--- src/predecPkg.sv ---
`default_nettype none

package predecPkg;

  // ******************************
  // Bundle geometry
  // ******************************

  localparam int parcelCount = 15; // Parcels in one fetch bundle.
  localparam int parcelWidth = 16;
  localparam int maxParcels  = 5;  // Longest instruction in parcels.
  localparam int instrSlots  = 12;
  localparam int jumpSlots   = 4;
  localparam int offWidth    = 4;
  localparam int cntWidth    = 5;  // Holds a count of 0 to 15 starts.

  // ******************************
  // Class vector bit positions
  // ******************************

  localparam int clsJump    = 0;
  localparam int clsIndir   = 1;
  localparam int clsAlu     = 2;
  localparam int clsShift   = 3;
  localparam int clsMul     = 4;
  localparam int clsLoad    = 5;
  localparam int clsStore   = 6;
  localparam int clsStore2  = 7; // Second store port, indexed stores only.
  localparam int clsSys     = 8;
  localparam int classWidth = 9;

  // Main opcodes that are decoded by value rather than by range.
  localparam logic [7:0] opUncondJump = 8'd181;
  localparam logic [7:0] opIndirGroup = 8'd182; // Bits 15 to 13 select the variant.
  localparam logic [7:0] opSys        = 8'd255;

  // ******************************
  // Types
  // ******************************

  typedef logic [parcelCount-1:0][parcelWidth-1:0] parcelVec;

  typedef logic [classWidth-1:0] classVec;

  typedef logic [maxParcels-1:0][parcelWidth-1:0] instrWord;

  typedef struct packed {
    instrWord                instr;
    logic [maxParcels-2:0]   magic; // End bits of the first four parcels.
    logic [offWidth-1:0]     off;
    classVec                 cls;
  } predecSlot;

  typedef struct packed {
    parcelVec                parcels;
    logic [parcelCount-1:0]  endBits;
    logic [offWidth-1:0]     startOff;
  } bundleIn;

endpackage

`default_nettype wire

--- src/predecBoundary.sv ---
`timescale 1ns/1ps
`default_nettype none

module predecBoundary import predecPkg::*; (
  input  logic                   clk,
  input  logic                   arstN,
  input  logic                   inValid,
  input  bundleIn                inBundle,
  output logic                   stageValid,
  output bundleIn                stageBundle,
  output logic [parcelCount-1:0] startMark,
  output logic [cntWidth-1:0]    startCount,
  output logic                   badOffset
);

  logic [parcelCount+maxParcels-2:0] endExt;
  logic [parcelCount-1:0]            isStart;
  logic [parcelCount-1:0]            isComplete;

  // ******************************
  // Stage 1 register
  // ******************************

  always_ff @(posedge clk or negedge arstN) begin
    if (!arstN) begin
      stageValid <= 1'b0;
    end else begin
      stageValid <= inValid;
    end
  end

  always_ff @(posedge clk) begin
    stageBundle <= inBundle;
  end

  // ******************************
  // Start detection
  // ******************************

  // End bits past the last parcel read as clear.
  assign endExt = {{(maxParcels-1){1'b0}}, stageBundle.endBits};

  always_comb begin
    isStart[0] = (stageBundle.startOff == '0);
    for (int p = 1; p < parcelCount; p++) begin
      isStart[p] = (stageBundle.startOff == offWidth'(p)) ||
                   ((stageBundle.startOff < offWidth'(p)) && stageBundle.endBits[p-1]);
    end
  end

  always_comb begin
    for (int p = 0; p < parcelCount; p++) begin
      isComplete[p] = |endExt[p +: maxParcels]; // Instruction ends inside the bundle.
    end
  end

  assign startMark = isStart & isComplete;

  assign startCount = cntWidth'($countones(startMark));

  assign badOffset = (stageBundle.startOff == offWidth'(parcelCount));

endmodule

`default_nettype wire

--- config.mk ---
export PLATFORM = sky130hd
export DESIGN_NAME = predecBoundary
export DESIGN_NICKNAME = d
export VERILOG_FILES = /design/src/predecPkg.sv /design/src/predecBoundary.sv
export SDC_FILE = /design/constraint.sdc
export NUM_CORES = 1
export LEC_CHECK = 0
export BUFFER_PORTS_ARGS = -buffer_cell sky130_fd_sc_hd__buf_4
export CAP_MARGIN = 30
export CORE_AREA = 2 2 211 213
export CTS_CLUSTER_DIAMETER = 100
export CTS_CLUSTER_SIZE = 30
export DETAILED_ROUTE_END_ITERATION = 10
export DIE_AREA = 0 0 213 215
export PLACE_DENSITY = 0.37
export RECOVER_POWER = 50
export SYNTH_ARGS = -nofsm -noshare
export SYNTH_HDL_FRONTEND = slang
export SYNTH_SLANG_ARGS = --single-unit
--- constraint.sdc ---
create_clock -name clk -period 5.7 [get_ports clk]
set_clock_uncertainty 0.2 [all_clocks]
set_input_delay 0.57 -clock clk [delete_from_list [all_inputs] [get_ports clk]]
set_output_delay 0.57 -clock clk [all_outputs]
set_load 0.05 [all_outputs]
==> results_dict.tcl <==
set metrics [dict create \
    status "finished, final reports clean" \
    syn_avg_cell_area_um2 16.3 \
    cts_sinks 260 \
    io-pin-count 543 \
    grt_max_degree 32 \
    ys.flop_type "dfxtp_1" \
    cp_num_buf_inv 2 \
    core_region_area_mm2 0.0436 \
    rsz0062_at_grt "no" \
    cp_top_family "adder cells" \
    dpl.cell_count 1501 \
    slowest_delay_ns 0.55 \
    grt_overflow 0 \
    start_util_pct 13.8 \
    drt-total-wl_um 28800 \
    yosys_warnings 0 \
    hold_viol_final 0 \
    setup_tns_ns 0 \
    first_iter_violations 146 \
    ir_drop_v 0.000233 \
    clk_pin_slew_ns 0.12 \
    relSlewSlack_pct 57.4 \
    ys_types 38 \
    required_ns 4.93 \
    grt_pass1_vias 6337 \
    setup_viol 0 \
    rows 77 \
    final_nets 1464 \
    p_total_mw 4.27 \
    synth_most_common_cell "dfxtp_1" \
    cap_viol_max_count 0 \
    post-route-min-period_ns 5.41 \
    synth-edff-count 0 \
    synth.top_cells.by_count "259 x dfxtp_1, 12 x nor2_1, 11 x inv_1" \
    area_growth_pct 130 \
    gp_congestion 0.823 \
    final-max-slew-violation-count 0 \
    finalCritPeriodShare_pct 94.9 \
    worstSetupPathType "flop to output port" \
    io_buffers 542 \
    die_width_um 213 \
    routedWlPerCell_um 16.1 \
    ys_top_cells_by_area "dfxtp_1 86%, fa_1 3.0%, ha_1 1.2%, nor2_1 0.75%, inv_1 0.68%" \
    p_per_area_mw_per_mm2 307 \
    hpwl_um 23900 \
    ys_seq_area_share_pct 86.3 \
    cp.arrival_ns 4.64 \
    via_per_inst 3.27 \
    cp.depth 14 \
    htreeDepth 1 \
    grt_use_total_pct 12.2 \
    syn-instance-count 370 \
    grt_pass1_wl_um 40800 \
    synth_top_area_cell "dfxtp_1" \
    nFillCells 4439 \
    vias 5850 \
    hold_slack_ns 0.159 \
    async_flop_share_pct 0.385 \
    chipHeight_um 215 \
    worst_path_max_delay_cell "fa_1" \
    route.detailed.drc 0 \
    startpoint "stageBundle[8]" \
    cts_buffers 15 \
    crit_fanout 5 \
    drtAntennaViolNets 0 \
    antenna_found_initial 8 \
    synth_nets 647 \
    layout-drive-gt1-share_pct 47.0 \
    syn_area_mm2 0.00604 \
    fmax_mhz 185 \
    die-area_mm2 0.0458 \
    tightest_slew_ns 0.642 \
    yosysTopAreaCellShare_pct 85.9 \
    cts_setup_buffers 0 \
    stdcell_count 1790 \
    crit_path_start_kind "flop" \
    root_buffer "clkbuf_16" \
    synth-seq-cells 260 \
    cp_common_cell "fa_1" \
    cts.path.max_buffers 3 \
    worst_hold_path_type "input pin to asynchronous set/reset pin" \
    cp_cell_sequence "nor3_1 -> nand2b_1 -> o211ai_1 -> fa_1 -> fa_1 -> fa_1 -> inv_1 -> ha_1 -> fa_1 -> ha_1 -> a21o_1 -> a21oi_1 -> xor2_1 -> buf_4" \
    dr.pass1.iters 4 \
    p_leak_nw 6.43 \
    worst_setup_path_end_kind "output port" \
    cts_tree "built" \
]
==> cells by family (layout without fill, tap and decap cells) <==
kind of cell,count (synthesis),in the layout,synth area share (%)
buf+inv,16,839,1.20
other cells,0,5,0
compound gates,29,29,3.42
xor+xnor,3,3,0.435
mux,3,3,0.497
simple gates,44,44,3.92
flops,260,260,86.3
fa+ha+maj,15,15,4.23
==> sequential cells by signal, indices dropped and copies added (netlist names) <==
| signal | count |
|---|---|
| stageValid | 1 |
| stageBundle | 259 |
==> layout make-up <==
class	count	area (um2)	share of cell area, %
timing repair buffer	805	6640	47.8
sequential	260	5210	37.5
multi-input combinational	94	763	5.49
tap	592	741	5.33
clock buffer	16	379	2.73
clock inverter	7	113	0.810
inverter	11	41.3	0.297
antenna	5	12.5	0.0900
==> metal layers <==
layer / track usage (%) / up-vias / wire length, um
li1: - / 2836 / -
met1: 12.2 / 2691 / 9950
met2: 22.2 / 276 / 14900
met3: 5.26 / 41 / 2920
met4: 4.48 / 6 / 926
met5: 0 / - / 34
==> layout by cell type (no fill, tap or decap), drive strengths merged, types with 2 or more instances in the layout <==
cell type    netlist  layout
a21o               4       4
a21oi              8       8
a31oi              2       2
and2               2       2
and3               2       2
buf                5     273
clkbuf             0     287
clkinv             0       2
dfxtp            259     259
diode              0       5
dlygate4sd3        0     261
fa                 9       9
ha                 6       6
inv               11      15
mux2i              3       3
nand2              6       6
nor2              12      12
nor3               8       8
nor4               2       2
o211ai             2       2
o21a               2       2
o21ai              3       3
o221ai             2       2
or3                5       5
xor2               3       3
==> per-stage QoR <==
stage	instance area, um2	setup slack, ns	utilization [%]
global route	13900	0.0269	31.9
CTS	13900	0.0591	31.9
detailed placement	10800	0.626	24.8
finish	13900	0.288	31.9
floorplan	6040	0.0822	-
global placement	10800	0.625	24.8
==> timing repair <==
item | CTS | global route
hold buffers | 261 | 0
endpoints found under the setup margin | 0 | 3
gates resized for setup | 0 | 5
endpoints found under the hold margin | 261 | 0
==> report_power, final <==
part | switching [mW] | internal (mW) | total (mW) | leakage, nW
Combinational | 0.659 | 0.426 | 1.08 | 4.00
Sequential | 0.0373 | 1.91 | 1.95 | 2.20
Clock | 0.703 | 0.529 | 1.23 | 0.234
Total | 1.40 | 2.87 | 4.27 | 6.43
==> path summary, 6_finish.rpt <==
check	endpoint
min in group clk	stageBundle[176]
hold / removal	stageValid
max in group asynchronous	stageValid
setup / recovery	startCount[3]
Power figures use the tool's default switching activity.
