$ cat src/predecPkg.sv
`default_nettype none

package predecPkg;

  // ******************************
  // Bundle geometry
  // ******************************

  localparam int parcelCount = 15; // Parcels in one fetch bundle.
  localparam int parcelWidth = 16;
  localparam int maxParcels  = 5;  // Longest instruction in parcels.
  localparam int instrSlots  = 12;
  localparam int jumpSlots   = 4;
  localparam int offWidth    = 4;
  localparam int cntWidth    = 5;  // Holds a count of 0 to 15 starts.

  // ******************************
  // Class vector bit positions
  // ******************************

  localparam int clsJump    = 0;
  localparam int clsIndir   = 1;
  localparam int clsAlu     = 2;
  localparam int clsShift   = 3;
  localparam int clsMul     = 4;
  localparam int clsLoad    = 5;
  localparam int clsStore   = 6;
  localparam int clsStore2  = 7; // Second store port, indexed stores only.
  localparam int clsSys     = 8;
  localparam int classWidth = 9;

  // Main opcodes that are decoded by value rather than by range.
  localparam logic [7:0] opUncondJump = 8'd181;
  localparam logic [7:0] opIndirGroup = 8'd182; // Bits 15 to 13 select the variant.
  localparam logic [7:0] opSys        = 8'd255;

  // ******************************
  // Types
  // ******************************

  typedef logic [parcelCount-1:0][parcelWidth-1:0] parcelVec;

  typedef logic [classWidth-1:0] classVec;

  typedef logic [maxParcels-1:0][parcelWidth-1:0] instrWord;

  typedef struct packed {
    instrWord                instr;
    logic [maxParcels-2:0]   magic; // End bits of the first four parcels.
    logic [offWidth-1:0]     off;
    classVec                 cls;
  } predecSlot;

  typedef struct packed {
    parcelVec                parcels;
    logic [parcelCount-1:0]  endBits;
    logic [offWidth-1:0]     startOff;
  } bundleIn;

endpackage

`default_nettype wire

$ cat src/slotPicker.sv
`timescale 1ns/1ps
`default_nettype none

module slotPicker import predecPkg::*; #(
  parameter type payloadT  = logic,
  parameter int  slotCount = 1
) (
  input  logic [parcelCount-1:0] mark,
  input  payloadT                payload [parcelCount],
  output payloadT                slot    [slotCount],
  output logic [slotCount-1:0]   slotEn,
  output logic                   overflow
);

  logic [cntWidth-1:0] rank [parcelCount];
  logic [cntWidth-1:0] total;

  // Rank of a position is the number of marked positions below it.
  always_comb begin
    total = '0;
    for (int p = 0; p < parcelCount; p++) begin
      rank[p] = total;
      total   = total + cntWidth'(mark[p]);
    end
  end

  always_comb begin
    for (int s = 0; s < slotCount; s++) begin
      slot[s] = '0;
      for (int p = 0; p < parcelCount; p++) begin
        if (mark[p] && (rank[p] == cntWidth'(s))) begin
          slot[s] = payload[p];
        end
      end
    end
  end

  always_comb begin
    for (int s = 0; s < slotCount; s++) begin
      slotEn[s] = (total > cntWidth'(s));
    end
  end

  assign overflow = (total > cntWidth'(slotCount)); // Some rank reached slotCount.

endmodule

`default_nettype wire

$ cat config.mk
export PLATFORM = sky130hd
export DESIGN_NAME = slotPicker
export DESIGN_NICKNAME = d
export VERILOG_FILES = /design/src/predecPkg.sv /design/src/slotPicker.sv
export SDC_FILE = /design/constraint.sdc
export NUM_CORES = 1
export LEC_CHECK = 0
export ABC_CLOCK_PERIOD_IN_PS = 16700
export BUFFER_PORTS_ARGS = -buffer_cell sky130_fd_sc_hd__buf_2
export CORE_UTILIZATION = 60
export DETAILED_ROUTE_END_ITERATION = 8
export GPL_ROUTABILITY_DRIVEN = 0
export PLACE_DENSITY = 0.88
export REMOVE_ABC_BUFFERS = 1
export SETUP_SLACK_MARGIN = 0.1
export SLEW_MARGIN = 20
export SYNTH_ARGS = -nofsm -noshare
export SYNTH_HDL_FRONTEND = slang
export SYNTH_SLANG_ARGS = --single-unit
export TNS_END_PERCENT = 50
$ cat constraint.sdc
create_clock -name vclk -period 16.7
set_input_delay 1.67 -clock vclk [all_inputs]
set_output_delay 1.67 -clock vclk [all_outputs]
set_load 0.1 [all_outputs]
==> results of run 1 <==
-- worst paths after layout --
check	startpoint	to	slack, ns
setup / recovery	mark[0]	slot	6.57
hold / removal	payload[0]	slot	3.89
-- routing by layer --
metal	track usage [%]	wire length [um]
met4	1.79	22
met2	50.0	1970
met5	0	0
met1	32.5	1850
met3	0.461	115
-- cell families (layout without fill, tap and decap cells) --
group | count (synthesis) | after routing
buffers and inverters | 15 | 42
XOR/XNOR | 19 | 19
AO/OA/AOI/OAI | 58 | 58
multiplexers | 6 | 6
adder cells (fa/ha/maj) | 30 | 30
AND/OR/NAND/NOR | 110 | 110
-- per-stage QoR --
step | std cells | cell area, um2 | setup WS, ns | hold slack [ns]
global route | 296 | 1970 | 6.24 | 3.92
CTS | 296 | 1970 | 6.59 | 3.89
detailed placement | 296 | 1970 | 6.59 | 3.89
global placement | 296 | 1970 | 6.74 | 3.89
floorplan | 232 | 1770 | 6.43 | 4.05
finish | 296 | 1970 | 6.57 | 3.89
-- cell type report --
| cell class | count | area, um2 | share of cell area (%) |
|---|---|---|---|
| Multi-Input combinational cell | 223 | 1730 | 87.9 |
| Tap cell | 31 | 38.8 | 1.97 |
| Timing Repair Buffer | 33 | 165 | 8.39 |
| Inverter | 9 | 33.8 | 1.72 |
-- worst min-delay path: cells and delay by family --
kind | cells | cell delay (ns)
muxes | 1 | 0.10
AOI/OAI and AO/OA | 1 | 0.07
buffers and inverters | 2 | 0.37
-- cell usage in the layout (no fill, tap or decap), drive strengths merged, types with 6 or more instances in the layout --
master,instances
ha,28
a211oi,6
o21ai,13
inv,9
nand3,19
nand2,30
nor2,16
xnor2,10
and3,9
buf,33
a31oi,6
==> results.ini, run 1 <==
[synth]
ys_top_cells_by_area=ha_1 (20%), nand2_1 (6.1%), nand3_1 (5.3%), xnor3_1 (3.8%), xnor2_1 (3.4%)
synth_compound_area_share_pct=23.2
synth_area_per_cell_um2=7.54
synth_top_area_share_pct=19.5
synthMuxAreaShare_pct=3.56
yosysTopAreaCell=ha_1
yosys.area_share.simple_pct=34.0
yosys.cell_count.top_type=nand2_1
synth_top_family_by_area=simple AND/OR/NAND/NOR gates
yosys_warnings=0
netlist_area_um2=1790
synth_cells=238
ys_top_cells_by_count=nand2_1 (29), ha_1 (28), nand3_1 (19)
yosys.area_share.adder_pct=21.8
synth_seq_area_share_pct=0
synth_cell_types=62
synth_xor_area_share_pct=14.1

[floorplan]
die_area_um2=3210
die_w_um=56.7
die-height_um=56.7
initial_core_util_pct=64.0
fp-row-count=19
core_um2=2810
pin_count=33

[timing]
worst_pin_slew_ns=0.791
min_period_over_period_pct=60.6
rsz0062_at_grt=false
tns_ns=0
drv_slew=0
finalCriticalPeriod_ns=10.13
fmax_mhz=98.8
relSlewSlack_pct=46.9
setup_viol=0
hold_violations=0

[hold_path]
hold_class=in2out
whs_path_depth=4

[routing]
ant_nets=0
drtIter0Drc=64
wirelength_mm=3.95
viasPerCell=6.34
via_count=1877
drc=2
wl_per_cell_um=13.3
dr.pass1.iters=6

[place]
port_buffers=33
hpwl_mm=3.38

[cts]
cts_setup_buffers=0
cts_resized=0
ctsHoldBuffers=0

[final_layout]
fillCellCount=252
final_nets=327
nClkBuffers=0
fin_util_pct=70.2
insertedDiodeCount=0
syn_to_final_growth_pct=9.76
numSequentialCells=0
layout-drive-gt1-share_pct=20.0
ff_latch_area_um2=0

[critical_path]
cp.arrival_ns=8.46
cp_common_cell=ha_1
cp_slowest_cell=fa_1
critPathMaxFanout=5
path_depth=23
critical_path.endpoint_type=output port
path_delay_family=adder cells
worstSetupPathType=in2out
crit_required_ns=15.03
start_kind=primary input
critical-path-max-stage-delay_ns=0.57
cp_num_buf_inv=4
path_cells=buf_2 -> fa_1 -> ha_1 -> inv_1 -> fa_1 -> inv_1 -> ha_1 -> ha_1 -> ha_1 -> ha_1 -> ha_1 -> ha_1 -> ha_1 -> ha_1 -> ha_1 -> ha_1 -> nor3b_1 -> or3b_2 -> nor4_1 -> nor3_2 -> mux2i_1 -> o21ai_1 -> buf_2

[global_routing]
grt_max_degree=13
grt_pass1_vias=1702
grt.total_usage_pct=25.7
antenna_found_initial=0
grt_pass1_wl_mm=6.91
grt_overflow=0

[status]
outcome=finished, violations left
violations=design-rule violations

[flow_run]
cap_violations=0

Power of run 1 is not shown: default switching activity piles up to over one toggle a cycle in this logic, so the estimate is an artifact.
==> run 2, diff against run 1 <==
- ABC_CLOCK_PERIOD_IN_PS: 16700 -> 9400
- clock period: 16.7 -> 9.4 ns (I/O delays scaled with it)
==> run 2 against run 1 <==
  * The flow still finishes with violations (design-rule violations)
  * Hold slack got worse by 1.5 ns
  * Critical path depth did not move
  * Utilization is the same
  * First-iteration DRC count increased by 23%
  * Die area did not move
  * Global-route usage up 0.25 points
  * Via count fell by 1.1%
  * Critical endpoint unchanged
  * Highest routed layer is now met3
==> results.ini, run 2 (synthesis results as in run 1) <==
[global_routing]
antenna_found_initial=0  ; unchanged
grt.total_usage_pct=26.0  ; +0.25 points
grt_overflow=0  ; unchanged
grt_pass1_wl_mm=6.98  ; +1.0%
grt_pass1_vias=1698  ; -0.24%
grt_max_degree=13  ; unchanged

[floorplan]
die_area_um2=3210  ; unchanged
die_w_um=56.7  ; unchanged
initial_core_util_pct=64.0  ; unchanged
core_um2=2810  ; unchanged
die-height_um=56.7  ; unchanged
fp-row-count=19  ; unchanged
pin_count=33  ; unchanged

[flow_run]
cap_violations=0  ; unchanged

[final_layout]
syn_to_final_growth_pct=9.76  ; unchanged
final_nets=327  ; unchanged
numSequentialCells=0  ; unchanged
nClkBuffers=0  ; unchanged
mostFrequentLayoutCells=buf_2 (33), nand2_1 (29), ha_1 (28)
fin_util_pct=70.2  ; unchanged
mostFrequentLayoutCell=buf_2
layout-drive-gt1-share_pct=20.0  ; unchanged
insertedDiodeCount=0  ; unchanged
ff_latch_area_um2=0  ; unchanged

[place]
hpwl_mm=3.36  ; -0.55%
port_buffers=33  ; unchanged

[timing]
drv_slew=0  ; unchanged
tns_ns=0  ; unchanged
finalCriticalPeriod_ns=8.66
rsz0062_at_grt=false
fmax_mhz=115
relSlewSlack_pct=46.0  ; -0.87 points
hold_violations=0  ; unchanged
worst_pin_slew_ns=0.804  ; +0.0129 ns
worst_hold_slack_ns=2.43  ; -1.46 ns
setup_viol=0  ; unchanged
min_period_over_period_pct=92.1

[routing]
wl_per_cell_um=13.3  ; -0.66%
drc=2  ; unchanged
wirelength_mm=3.93  ; -0.66%
via_count=1856  ; -1.1%
dr.pass1.iters=6  ; unchanged
drtIter0Drc=79  ; +23%
viasPerCell=6.27  ; -1.1%
ant_nets=0  ; unchanged

[critical_path]
worstSetupPathType=in2out
critPathMaxFanout=5  ; unchanged
crit_required_ns=8.46  ; -6.57 ns
critical_path.endpoint_type=output port
cp.arrival_ns=7.72  ; -0.74 ns
cp-startpoint=mark[0]
start_kind=primary input

[cts]
ctsHoldBuffers=0  ; unchanged
cts_resized=0  ; unchanged
cts_setup_buffers=0  ; unchanged

[status]
violations=design-rule violations
outcome=finished, violations left

[hold_path]
hold_class=in2out
whs_path_depth=4  ; unchanged
hp-start=payload[0]

## run 2: cell counts in the layout (fill, tap and decap cells not counted)
No cell type changed its count.
## run 2: worst paths after layout
kind,endpoint,slack [ns]
worst min-delay path,slot,2.43
worst max-delay path,slot,0.74
## run 2: final cells by class
class	count	area (um2)
inverters	9	33.8
well taps	31	38.8
multi-input cells	223	1730
fillers	242	836
repair buffers	33	165
## run 2: per-layer routing
| metal | vias up | track usage, % | part of all wire, % |
|---|---|---|---|
| li1 | 966 | - | - |
| met1 | 856 | 33.5 | 48 |
| met2 | 34 | 50.2 | 50 |
| met3 | 0 | 0.230 | 2.4 |
| met4 | 0 | 1.07 | 0 |
| met5 | - | 0 | 0 |
## run 2: per-stage QoR
step           cells  area [um2]  setup slack (ns)
5_1_grt          296        1970             0.381
3_5_place_dp     296        1970             0.755
4_1_cts          296        1970             0.746
2_1_floorplan    232        1770             0.591
3_3_place_gp     296        1970             0.899
6_report         296        1970             0.741
## run 2: critical path, cell delays in order
cell     delay [ns]
buf_2          0.13
fa_1           0.56
ha_1           0.16
inv_1          0.05
fa_1           0.53
inv_1          0.06
ha_1           0.35
ha_1           0.35
ha_1           0.35
ha_1           0.37
ha_1           0.37
ha_1           0.36
ha_1           0.34
ha_1           0.33
ha_1           0.36
ha_1           0.38
nor3b_1        0.30
or3b_2         0.47
nor4_1         0.24
nor3_2         0.09
mux2i_1        0.12
o21ai_1        0.07
buf_2          0.43
Power of run 2 is left out for the same reason.
==> run 3, diff against run 2 <==
- ABC_CLOCK_PERIOD_IN_PS: 9400 -> 8520
- clock period: 9.4 -> 8.52 ns (I/O delays scaled with it)
==> run 3 against run 2 <==
  * The run still ends with design-rule violations left
  * Highest routed layer is now met4
  * Wire length increased by 2.2%
  * Sequential share of layout area stayed put
  * Critical path depth stayed put
  * Clock-buffer cell count unchanged
==> results.ini, run 3 (synthesis results as in run 1) <==
[global_routing]
grt.total_usage_pct=25.5  ; -0.45 points
grt_max_degree=13  ; unchanged
grt_pass1_wl_mm=6.87  ; -1.5%
grt_pass1_vias=1685  ; -0.77%
antenna_found_initial=0  ; unchanged
grt_overflow=0  ; unchanged

[place]
dp.cells=296  ; unchanged
hpwl_mm=3.30  ; -1.8%
port_buffers=33  ; unchanged

[status]
violations=design-rule violations
outcome=finished, violations left

[critical_path]
worstSetupPathType=in2out
cp_slowest_cell=fa_1
cp_common_cell=ha_1
cp.arrival_ns=7.21  ; -0.51 ns
critical_path.endpoint_type=output port
cp-startpoint=mark[0]
start_kind=primary input
critPathMaxFanout=5  ; unchanged
crit_required_ns=7.67  ; -0.79 ns
path_cells=buf_2 -> fa_1 -> ha_1 -> inv_1 -> fa_1 -> inv_1 -> ha_1 -> ha_1 -> ha_1 -> ha_4 -> ha_1 -> ha_1 -> ha_1 -> ha_1 -> ha_2 -> ha_4 -> nor3b_2 -> or3b_2 -> nor4_1 -> nor3_2 -> mux2i_1 -> o21ai_1 -> buf_12
critical-path-max-stage-delay_ns=0.57  ; about the same

[timing]
setup_viol=0  ; unchanged
hold_violations=0  ; unchanged
drv_slew=0  ; unchanged
worst_hold_slack_ns=2.16  ; -0.269 ns
finalCriticalPeriod_ns=8.07
relSlewSlack_pct=47.7  ; +1.7 points
min_period_over_period_pct=94.7
rsz0062_at_grt=false
fmax_mhz=124
worst_pin_slew_ns=0.778  ; -0.0253 ns

[final_layout]
nClkBuffers=0  ; unchanged
mostFrequentLayoutCells=buf_2 (31), nand2_1 (29), ha_1 (24)
layout-drive-gt1-share_pct=22.3  ; +2.3 points
final_nets=327  ; unchanged
ff_latch_area_um2=0  ; unchanged
insertedDiodeCount=0  ; unchanged
mostFrequentLayoutCell=buf_2
final_cells=296  ; unchanged
numSequentialCells=0  ; unchanged
fillCellCount=222  ; -8.3%
syn_to_final_growth_pct=13.0

[floorplan]
die-height_um=56.7  ; unchanged
pin_count=33  ; unchanged
die_w_um=56.7  ; unchanged
die_area_um2=3210  ; unchanged
fp-row-count=19  ; unchanged
initial_core_util_pct=64.0  ; unchanged
core_um2=2810  ; unchanged

[cts]
cts_setup_buffers=0  ; unchanged
cts_resized=0  ; unchanged
ctsHoldBuffers=0  ; unchanged

[routing]
drtIter0Drc=141  ; +78%
drc=3  ; +1
wl_per_cell_um=13.6  ; +2.2%
wirelength_mm=4.01  ; +2.2%
viasPerCell=6.34  ; +1.1%
ant_nets=0  ; unchanged
via_count=1876  ; +1.1%
dr.pass1.iters=6  ; unchanged

[flow_run]
cap_violations=0  ; unchanged

[hold_path]
hold_class=in2out
hp-start=payload[0]

==> run 3: cell counts in the layout (fill, tap and decap cells not counted) <==
No cell type changed its count.
==> run 3: worst paths after layout <==
kind | to | slack (ns) | cells past startpoint
max | slot | 0.45 | 23
min | slot | 2.16 | 4
==> run 3: final cells by class <==
| type | instances | area, um2 | share of cell area [%] |
|---|---|---|---|
| Multi-Input combinational cell | 223 | 1770 | 87.4 |
| Timing Repair Buffer | 33 | 183 | 9.01 |
| Tap cell | 31 | 38.8 | 1.91 |
| Inverter | 9 | 33.8 | 1.67 |
==> run 3: worst max-delay path, delay by kind of cell <==
kind	cells	cell delay, ns
mux	1	0.12
fa+ha+maj	13	4.60
buf+inv	4	0.45
compound gates	1	0.15
simple gates	4	1.02
==> run 3: through the flow <==
step                      setup slack [ns]  area, um2  TNS (ns)  util [%]
after floorplan                     -0.113       1770    -0.113         -
after global placement               0.313       1980         0      70.7
after detailed placement             0.194       1980         0      70.7
after CTS                            0.180       1980         0      70.7
after global routing                 0.176       2030         0      72.3
final                                0.454       2030         0      72.3
==> run 3: layer usage <==
metal | wire length, um | up-vias | GRT usage (%)
met5 | 0 | - | 0
met4 | 29 | 0 | 1.79
met3 | 146 | 4 | 0.461
met2 | 1890 | 48 | 48.1
met1 | 1950 | 849 | 33.5
li1 | - | 975 | -
Power of run 3 is left out for the same reason.
