File: src/predecPkg.sv
`default_nettype none

package predecPkg;

  // ******************************
  // Bundle geometry
  // ******************************

  localparam int parcelCount = 15; // Parcels in one fetch bundle.
  localparam int parcelWidth = 16;
  localparam int maxParcels  = 5;  // Longest instruction in parcels.
  localparam int instrSlots  = 12;
  localparam int jumpSlots   = 4;
  localparam int offWidth    = 4;
  localparam int cntWidth    = 5;  // Holds a count of 0 to 15 starts.

  // ******************************
  // Class vector bit positions
  // ******************************

  localparam int clsJump    = 0;
  localparam int clsIndir   = 1;
  localparam int clsAlu     = 2;
  localparam int clsShift   = 3;
  localparam int clsMul     = 4;
  localparam int clsLoad    = 5;
  localparam int clsStore   = 6;
  localparam int clsStore2  = 7; // Second store port, indexed stores only.
  localparam int clsSys     = 8;
  localparam int classWidth = 9;

  // Main opcodes that are decoded by value rather than by range.
  localparam logic [7:0] opUncondJump = 8'd181;
  localparam logic [7:0] opIndirGroup = 8'd182; // Bits 15 to 13 select the variant.
  localparam logic [7:0] opSys        = 8'd255;

  // ******************************
  // Types
  // ******************************

  typedef logic [parcelCount-1:0][parcelWidth-1:0] parcelVec;

  typedef logic [classWidth-1:0] classVec;

  typedef logic [maxParcels-1:0][parcelWidth-1:0] instrWord;

  typedef struct packed {
    instrWord                instr;
    logic [maxParcels-2:0]   magic; // End bits of the first four parcels.
    logic [offWidth-1:0]     off;
    classVec                 cls;
  } predecSlot;

  typedef struct packed {
    parcelVec                parcels;
    logic [parcelCount-1:0]  endBits;
    logic [offWidth-1:0]     startOff;
  } bundleIn;

endpackage

`default_nettype wire

File: src/predecClassify.sv
`timescale 1ns/1ps
`default_nettype none

module predecClassify import predecPkg::*; (
  input  instrWord              instr,
  input  logic [maxParcels-2:0] magic,
  output classVec               cls
);

  logic [7:0] opMain;
  logic [5:0] opSub;
  logic [2:0] indirSel;
  logic       isLong;

  assign opMain   = instr[0][7:0];
  assign opSub    = instr[0][5:0];
  assign indirSel = instr[0][15:13];
  assign isLong   = ~magic[0]; // A set end bit on the first parcel means a short form.

  // ******************************
  // Long form decode
  // ******************************

  classVec longCls;

  always_comb begin
    longCls = '0;
    case (opMain) inside
      [8'd0:8'd39]: begin
        longCls[clsMul] = opMain[2];
        longCls[clsAlu] = ~opMain[2];
      end
      [8'd40:8'd45]: begin
        longCls[clsShift] = 1'b1;
      end
      [8'd46:8'd53]: begin
        longCls[clsAlu] = 1'b1;
      end
      [8'd64:8'd159]: begin
        longCls[clsLoad]   = ~opMain[0];
        longCls[clsStore]  = opMain[0];
        longCls[clsStore2] = opMain[0] && (opMain >= 8'd112); // Indexed range.
      end
      [8'd160:8'd175]: begin
        longCls[clsJump] = 1'b1; // Compare and branch.
        longCls[clsAlu]  = 1'b1;
      end
      opUncondJump: begin
        longCls[clsJump] = 1'b1;
      end
      opIndirGroup: begin
        longCls[clsJump]  = 1'b1;
        longCls[clsIndir] = (indirSel == 3'd0) || (indirSel == 3'd3);
      end
      opSys: begin
        longCls[clsSys] = 1'b1;
      end
      default: begin
        longCls = '0;
      end
    endcase
  end

  // ******************************
  // Short form decode
  // ******************************

  classVec shortCls;

  always_comb begin
    shortCls = '0;
    case (opSub) inside
      [6'd0:6'd19]: begin
        shortCls[clsAlu] = 1'b1;
      end
      [6'd20:6'd31]: begin
        shortCls[clsShift] = opSub[0]; // Only the odd codes are shifts.
      end
      [6'd48:6'd51]: begin
        shortCls[clsJump] = 1'b1;
      end
      default: begin
        shortCls = '0;
      end
    endcase
  end

  assign cls = isLong ? longCls : shortCls;

endmodule

`default_nettype wire

File: config.mk
export PLATFORM = sky130hd
export DESIGN_NAME = predecClassify
export DESIGN_NICKNAME = d
export VERILOG_FILES = /design/src/predecPkg.sv /design/src/predecClassify.sv
export SDC_FILE = /design/constraint.sdc
export NUM_CORES = 1
export LEC_CHECK = 0
export BUFFER_PORTS_ARGS = -buffer_cell sky130_fd_sc_hd__buf_2
export CAP_MARGIN = 20
export CORE_MARGIN = 5
export CORE_UTILIZATION = 16
export DETAILED_ROUTE_END_ITERATION = 12
export PLACE_DENSITY_LB_ADDON = 0.1
export SYNTH_ARGS = -nofsm -noshare
export SYNTH_HDL_FRONTEND = slang
export SYNTH_SLANG_ARGS = --single-unit
File: constraint.sdc
create_clock -name vclk -period 1.4
set_input_delay 0.35 -clock vclk [all_inputs]
set_output_delay 0.35 -clock vclk [all_outputs]
set_load 0.02 [all_outputs]
==> results of run 1 <==
## worst paths after layout
kind | to | cells after the start | slack, ps
hold / removal | cls[4] | 4 | 1080
setup / recovery | cls[2] | 5 | -110
## metal layers
metal	vias up	global-route usage	routed length [um]
li1	228	-	-
met1	210	0.132	491
met2	14	0.161	558
met3	0	0.0178	70
met4	0	0	0
met5	-	0	0
## tightest hold or removal path: stages
cell    delay [ps]
buf_8           80
buf_6          110
nor2_1          40
buf_4          140
## logic make-up after synthesis
group | Yosys count
and+or+nand+nor | 27
buffers and inverters | 2
xor gates and xnor gates | 2
AOI/OAI and AO/OA | 8
## cell usage after synthesis
cell type,instances,area [um2]
and3b_2,1,10.0
o21ai_1,1,5.00
a41oi_1,1,8.76
xor2_1,2,17.5
buf_2,1,5.00
nor4bb_1,1,10.0
o21ai_0,2,10.0
o32ai_1,1,8.76
and3_1,2,12.5
a31o_1,1,8.76
nor3b_1,1,7.51
nor3b_2,1,12.5
nor2_1,7,26.3
nand3b_1,2,15.0
or2_4,1,8.76
nand2b_1,2,12.5
nand4_1,1,6.26
and4_1,1,8.76
nor3_1,1,5.00
nor4_1,1,6.26
buf_6,1,11.3
nand3_1,1,5.00
nand4b_1,1,8.76
a31oi_1,1,6.26
a211oi_2,1,12.5
nand2_1,2,7.51
nor2b_1,1,6.26
## placed cells by master (no fill, tap or decap), types with 2 or more instances in the layout
| master | netlist | layout |
|---|---|---|
| o21ai_1 | 1 | 2 |
| nand3b_1 | 2 | 2 |
| buf_6 | 1 | 17 |
| buf_4 | 0 | 15 |
| nor2_4 | 0 | 2 |
| nand2b_4 | 0 | 2 |
| nor2_1 | 7 | 4 |
| buf_8 | 0 | 3 |
| buf_2 | 1 | 4 |
## stage by stage
| step | area [um2] | setup WS [ps] |
|---|---|---|
| final | 767 | -106 |
| after floorplan | 282 | -78.7 |
| after global routing | 767 | -178 |
| after CTS | 736 | -118 |
| after detailed placement | 527 | -165 |
| after global placement | 527 | -174 |
## cell type report
type                       count  area share
timing repair buffer          40       0.507
tap                           16      0.0261
multi-input combinational     37       0.467
## power groups by stage
stage                     logic [mW]  clock network [mW]  registers [mW]
final                          0.208                   0               0
after global routing           0.226                   0               0
after CTS                      0.200                   0               0
after detailed placement       0.140                   0               0
after global placement         0.140                   0               0
after floorplan               0.0601                   0               0
## timing repair
| item | CTS | global route |
|---|---|---|
| gates cloned | 0 | 0 |
| setup endpoints to repair | 8 | 9 |
| endpoints found under the hold margin | 0 | 0 |
| pin swaps | 15 | 6 |
| resized for setup | 57 | 8 |
==> results_dict.tcl, run 1 <==
set metrics [dict create \
    multi_input_area_um2 358 \
    power_frac_clock 0 \
    post_cts_buffers 0 \
    synthToLayoutAreaGrowth_pct 192 \
    ff_latch_area_um2 0 \
    drive_gt1_frac 0.779 \
    num-clock-buffers 0 \
    clock.fmax_mhz 664 \
    post-route-period-util 1.08 \
    worstMarginPinSlew_ps 244 \
    cp_num_buf_inv 2 \
    synth_cells 39 \
    max_stage_delay_ps 250 \
    post-route-min-period_ps 1510 \
    fp.coreArea_mm2 0.00152 \
    numSequentialCells 0 \
    final_cells 93 \
    power.switching_mw 0.0862 \
    crit_path_end_kind "output port" \
    max-vdd-ir-drop_v 0.000128 \
    wl_um 1120 \
    ys_seq_area_frac 0 \
    crit_path_cell_trace "buf_8, or2_4, a211oi_2, a31o_1, buf_6" \
    crit_type "in2out" \
    dieArea_mm2 0.00255 \
    via_per_inst 4.86 \
    cellLeakagePower_nw 0.342 \
    die_width_um 50.5 \
    drt_iter0_drc 7 \
    share_comb_of_total_power 1.000 \
    portBuffers 21 \
    antenna_found_initial 0 \
    hp-class "in2out" \
    power_density_mw_per_mm2 272 \
    num_vias 452 \
    status "finished with violations" \
    cp_max_fo 5 \
    arrival_ps 1160 \
    dp_hpwl_um 905 \
    firstDrtPassIters 3 \
    ios 93 \
    synth_cell_type_count 27 \
    grt_overflow 0 \
    final_max_slew_viol_count 0 \
    crit_start "instr[6]" \
    power_frac_seq 0 \
    start_util 0.172 \
    place_congestion 0.678 \
    switching_share 0.414 \
    muxShareOfSynthArea 0 \
    finalHoldViolCount 0 \
    slew_headroom 0.837 \
    synthAdderAreaFrac 0 \
    violations "setup timing" \
    crit_required_ps 1050 \
    nFillCells 144 \
    synth_top_family_by_area "simple AND/OR/NAND/NOR gates" \
    tns_ps -483 \
    cts_hold_buffers 0 \
    grtUsageTotal 0.0949 \
    grt_pass1_wl_um 2060 \
    grt_max_degree 9 \
    synth-warning-count 0 \
    finalNetCount 163 \
    drc_errors 0 \
    synth_fp_nets 123 \
    p_int_mw 0.122 \
    die_h_um 50.5 \
    rows 14 \
    ant_nets 0 \
    dpl.cell_count 93 \
    rsz0062_at_grt "yes" \
    power_mw 0.208 \
    hold_ws_ps 1080 \
    routedWlPerCell_um 12.0 \
    grt_pass1_vias 486 \
    synthXorXnorAreaFrac 0.0667 \
    syn_area_um2 263 \
    cpMaxStageDelayCell "or2_4" \
    critPathTopFamily "compound AO/OA/AOI/OAI gates" \
    synth_compound_area_frac 0.229 \
    setup_violations 8 \
    fin_ws_ps -106 \
    start_kind "primary input" \
    n_antenna_cell 0 \
    yosys.area_share.simple 0.643 \
    min-delay-start "magic[0]" \
    maxCapViolations 0 \
    syn-mean-instance-area_um2 6.74 \
    final_core_util 0.503 \
]
Note: power is estimated with default switching activity, not from simulation.
==> run 2, diff against run 1 <==
--- a/config.mk
+++ b/config.mk
@@ -8,9 +8,11 @@
 export BUFFER_PORTS_ARGS = -buffer_cell sky130_fd_sc_hd__buf_2
 export CAP_MARGIN = 20
 export CORE_MARGIN = 5
-export CORE_UTILIZATION = 16
+export CORE_UTILIZATION = 18
 export DETAILED_ROUTE_END_ITERATION = 12
 export PLACE_DENSITY_LB_ADDON = 0.1
+export RECOVER_POWER = 100
+export SLEW_MARGIN = 25
 export SYNTH_ARGS = -nofsm -noshare
 export SYNTH_HDL_FRONTEND = slang
 export SYNTH_SLANG_ARGS = --single-unit
==> constraint.sdc (replaced) <==
create_clock -name vclk -period 1.7
set_input_delay 0.425 -clock vclk [all_inputs]
set_output_delay 0.425 -clock vclk [all_outputs]
set_load 0.02 [all_outputs]
==> results_dict.tcl, run 2 (synthesis results as in run 1) <==
set metrics [dict create \
    power_frac_clock 0 \
    max-vdd-ir-drop_v 0.0000814 \
    grt_max_degree 9 \
    grt_overflow 0 \
    p_int_mw 0.0720 \
    die_width_um 48.2 \
    arrival_ps 1260 \
    num-clock-buffers 0 \
    start_kind "primary input" \
    die_h_um 48.2 \
    finalNetCount 157 \
    n_antenna_cell 0 \
    wl_um 1030 \
    antenna_found_initial 0 \
    place_congestion 0.734 \
    worstMarginPinSlew_ps 247 \
    switching_share 0.450 \
    hp-class "in2out" \
    power.switching_mw 0.0588 \
    clock.fmax_mhz 594 \
    portBuffers 21 \
    pre_cts_slack_ps -39.4 \
    numSequentialCells 0 \
    cellLeakagePower_nw 0.270 \
    status "completed" \
    drive_gt1_frac 0.648 \
    final_area_um2 576 \
    grt_pass1_wl_um 1550 \
    setup_violations 0 \
    synthToLayoutAreaGrowth_pct 119 \
    drt_iter0_drc 3 \
    dp_hpwl_um 847 \
    drc_errors 0 \
    crit_path_end_kind "output port" \
    ant_nets 0 \
    fp.coreArea_mm2 0.00133 \
    final_common_cell "buf_4" \
    post-route-period-util 0.991 \
    crit_type "in2out" \
    crit_required_ps 1270 \
    finalHoldViolCount 0 \
    grtUsageTotal 0.0887 \
    start_util 0.197 \
    fin_ws_ps 15.7 \
    rows 13 \
    maxCapViolations 0 \
    firstDrtPassIters 3 \
    via_per_inst 4.92 \
    ios 93 \
    final_cell_mix "buf_4 (13), buf_2 (10), nor2_1 (6)" \
    dieArea_mm2 0.00232 \
    slew_headroom 0.836 \
    grt_pass1_vias 362 \
    num_vias 423 \
    ff_latch_area_um2 0 \
    power_frac_seq 0 \
    cts_hold_buffers 0 \
    routedWlPerCell_um 12.0 \
    cp_max_fo 5 \
    final_max_slew_viol_count 0 \
    power_density_mw_per_mm2 227 \
    placed_area_um2 485 \
    post-route-min-period_ps 1680 \
    share_comb_of_total_power 1.000 \
    rsz0062_at_grt "yes" \
    hold_ws_ps 1230 \
]
run 2: critical path: stages:
cell and delay (ps):
buf_6 110, buf_6 120, nor3b_4 210, nor2_2 80, nor3_2 160, buf_4 160
run 2: metrics by stage:
stage                util  cells  power [mW]  TNS, ps
finish              0.432     86       0.131        0
floorplan               -     39      0.0481        0
global route        0.432     86       0.141    -69.4
global placement    0.364     85       0.108    -63.0
detailed placement  0.364     85       0.108    -39.4
CTS                 0.371     85       0.111        0
run 2: cell type report:
type	instances	area, um2
fillers	153	758
repair buffers	34	258
well taps	15	18.8
multi-input cells	37	299
run 2: power by group through the flow:
stage                     sequential [mW]  clock [mW]  combinational [mW]
final                                   0           0               0.131
after global routing                    0           0               0.141
after CTS                               0           0               0.111
after detailed placement                0           0               0.108
after global placement                  0           0               0.108
after floorplan                         0           0              0.0481
run 2: layer usage:
metal	share of wire	vias to the layer above	routed length, um	track usage
met2	0.51	8	526	0.146
li1	-	217	-	-
met5	0	-	0	0
met1	0.44	198	451	0.137
met4	0	0	0	0
met3	0.050	0	52	0
run 2: path summary, 6_finish.rpt:
kind | start | depth (start not counted) | slack, ps | endpoint
max | instr[6] | 6 | 20 | cls[5]
min | instr[0] | 3 | 1230 | cls[5]
run 2: what timing repair did:
action,4_1_cts,5_1_grt
pin swaps,2,6
gates resized for setup,3,24
setup endpoints to repair,1,7
buffers inserted,0,1
==> run 3, diff against run 2 <==
--- a/config.mk
+++ b/config.mk
@@ -5,10 +5,11 @@
 export SDC_FILE = /design/constraint.sdc
 export NUM_CORES = 1
 export LEC_CHECK = 0
+export ABC_AREA = 1
 export BUFFER_PORTS_ARGS = -buffer_cell sky130_fd_sc_hd__buf_2
 export CAP_MARGIN = 20
 export CORE_MARGIN = 5
-export CORE_UTILIZATION = 18
+export CORE_UTILIZATION = 20
 export DETAILED_ROUTE_END_ITERATION = 12
 export PLACE_DENSITY_LB_ADDON = 0.1
 export RECOVER_POWER = 100
==> results_dict.tcl, run 3 <==
set metrics [dict create \
    status "completed" \
    die_h_um 48.8 \
    rows 14 \
    power_density_mw_per_mm2 229 \
    portBuffers 21 \
    crit_path_end_kind "output port" \
    grt_overflow 0 \
    n_antenna_cell 0 \
    slew_headroom 0.837 \
    syn-mean-instance-area_um2 4.31 \
    maxCapViolations 0 \
    finalNetCount 183 \
    max_stage_delay_ps 150 \
    placed_area_um2 478 \
    clock.fmax_mhz 597 \
    synthToLayoutAreaGrowth_pct 122 \
    crit_required_ps 1270 \
    start_kind "primary input" \
    dp_hpwl_um 951 \
    via_per_inst 4.59 \
    yosys.area.top_type "nand2_1" \
    finalHoldViolCount 0 \
    syn_area_um2 302 \
    cellLeakagePower_nw 0.350 \
    tns_ps 0 \
    numSequentialCells 0 \
    final_cell_mix "nand2_1 (16), inv_1 (8), nor2_1 (8), buf_2 (8), buf_4 (7)" \
    nFillCells 180 \
    yosysTopAreaCellShare 0.299 \
    antenna_found_initial 0 \
    ios 93 \
    routedWlPerCell_um 10.9 \
    wl_um 1240 \
    num_vias 519 \
    grt_pass1_vias 487 \
    synth-warning-count 0 \
    firstDrtPassIters 3 \
    post-synth-top-count-cell "nand2_1" \
    cp_num_buf_inv 3 \
    final_max_slew_viol_count 0 \
    ant_nets 0 \
    dpl.cell_count 112 \
    fp.coreArea_mm2 0.00147 \
    multi_input_area_um2 367 \
    post-route-min-period_ps 1670 \
    grtUsageTotal 0.0951 \
    final_area_um2 671 \
    dieArea_mm2 0.00238 \
    grt_max_degree 9 \
    ff_latch_area_um2 0 \
    crit_type "in2out" \
    rsz0062_at_grt "yes" \
    ys_top_cells_by_count "nand2_1 (24), inv_1 (12), nor2_1 (11), nand3_1 (8), nor3_1 (4)" \
    synth_cells 70 \
    cpMaxStageDelayCell "clkbuf_4" \
    crit_path_cell_trace "clkbuf_4, nor2_4, nand3_2, nand3_2, nand2_1, inv_1, nand2_1, nand2_1, buf_6" \
    drive_gt1_frac 0.546 \
    final_cells 113 \
    drt_iter0_drc 6 \
    ys_seq_area_frac 0 \
    crit_top_cell "nand2_1" \
    max-vdd-ir-drop_v 0.0000958 \
    hp-class "in2out" \
    synth_area_leaders "nand2_1 (30%), inv_1 (15%), nor2_1 (14%), nand3_1 (13%), nor3_1 (6.6%)" \
    worstMarginPinSlew_ps 246 \
    synth_fp_nets 154 \
    synth_cell_type_count 13 \
    start_util 0.205 \
    drc_errors 0 \
    post-route-period-util 0.985 \
    critPathTopFamily "simple AND/OR/NAND/NOR gates" \
    place_congestion 0.706 \
    num-clock-buffers 0 \
    setup_violations 0 \
    grt_pass1_wl_um 2030 \
    cp_max_fo 4 \
    arrival_ps 1250 \
    die_width_um 48.8 \
    power_mw 0.153 \
    final_common_cell "nand2_1" \
]
==> run 3: power by group <==
group          internal (mW)  switching, mW
sequential                 0              0
combinational         0.0692         0.0843
clock                      0              0
==> run 3: cells by family (layout without fill, tap and decap cells) <==
| logic type | after synthesis | in the layout | share of synthesized area |
|---|---|---|---|
| and+or+nand+nor | 51 | 51 | 0.718 |
| AOI/OAI and AO/OA | 6 | 6 | 0.116 |
| buffers and inverters | 13 | 40 | 0.166 |
==> run 3: routing by layer <==
metal / up-vias / part of all wire / GRT usage
met5: - / 0 / 0
met4: 0 / 0 / 0
met3: 0 / 0.042 / 0.0122
met2: 14 / 0.52 / 0.165
met1: 229 / 0.44 / 0.132
li1: 276 / - / -
==> run 3: per-stage QoR <==
step,worst slack [ps],util,hold WS (ps)
CTS,-8.08,0.349,1150
floorplan,61.4,-,884
finish,25.3,0.456,1150
global placement,-73.2,0.325,1140
global route,-38.8,0.456,1170
detailed placement,-81.5,0.325,1150
==> run 3: worst paths after layout <==
path	start	endpoint	slack, ps	depth (start not counted)
max	instr[4]	cls[2]	30	9
min	instr[14]	cls[1]	1150	3
==> run 3: cell type report <==
type,instances,share of cell area
multi-input cells,57,0.547
inverters,12,0.0858
repair buffers,28,0.338
well taps,16,0.0299
==> run 3: what timing repair did <==
item / CTS / global route
pin swaps: 5 / 10
setup buffers: 0 / 1
hold buffers: 0 / 0
setup endpoints to repair: 6 / 7
resized for setup: 14 / 46
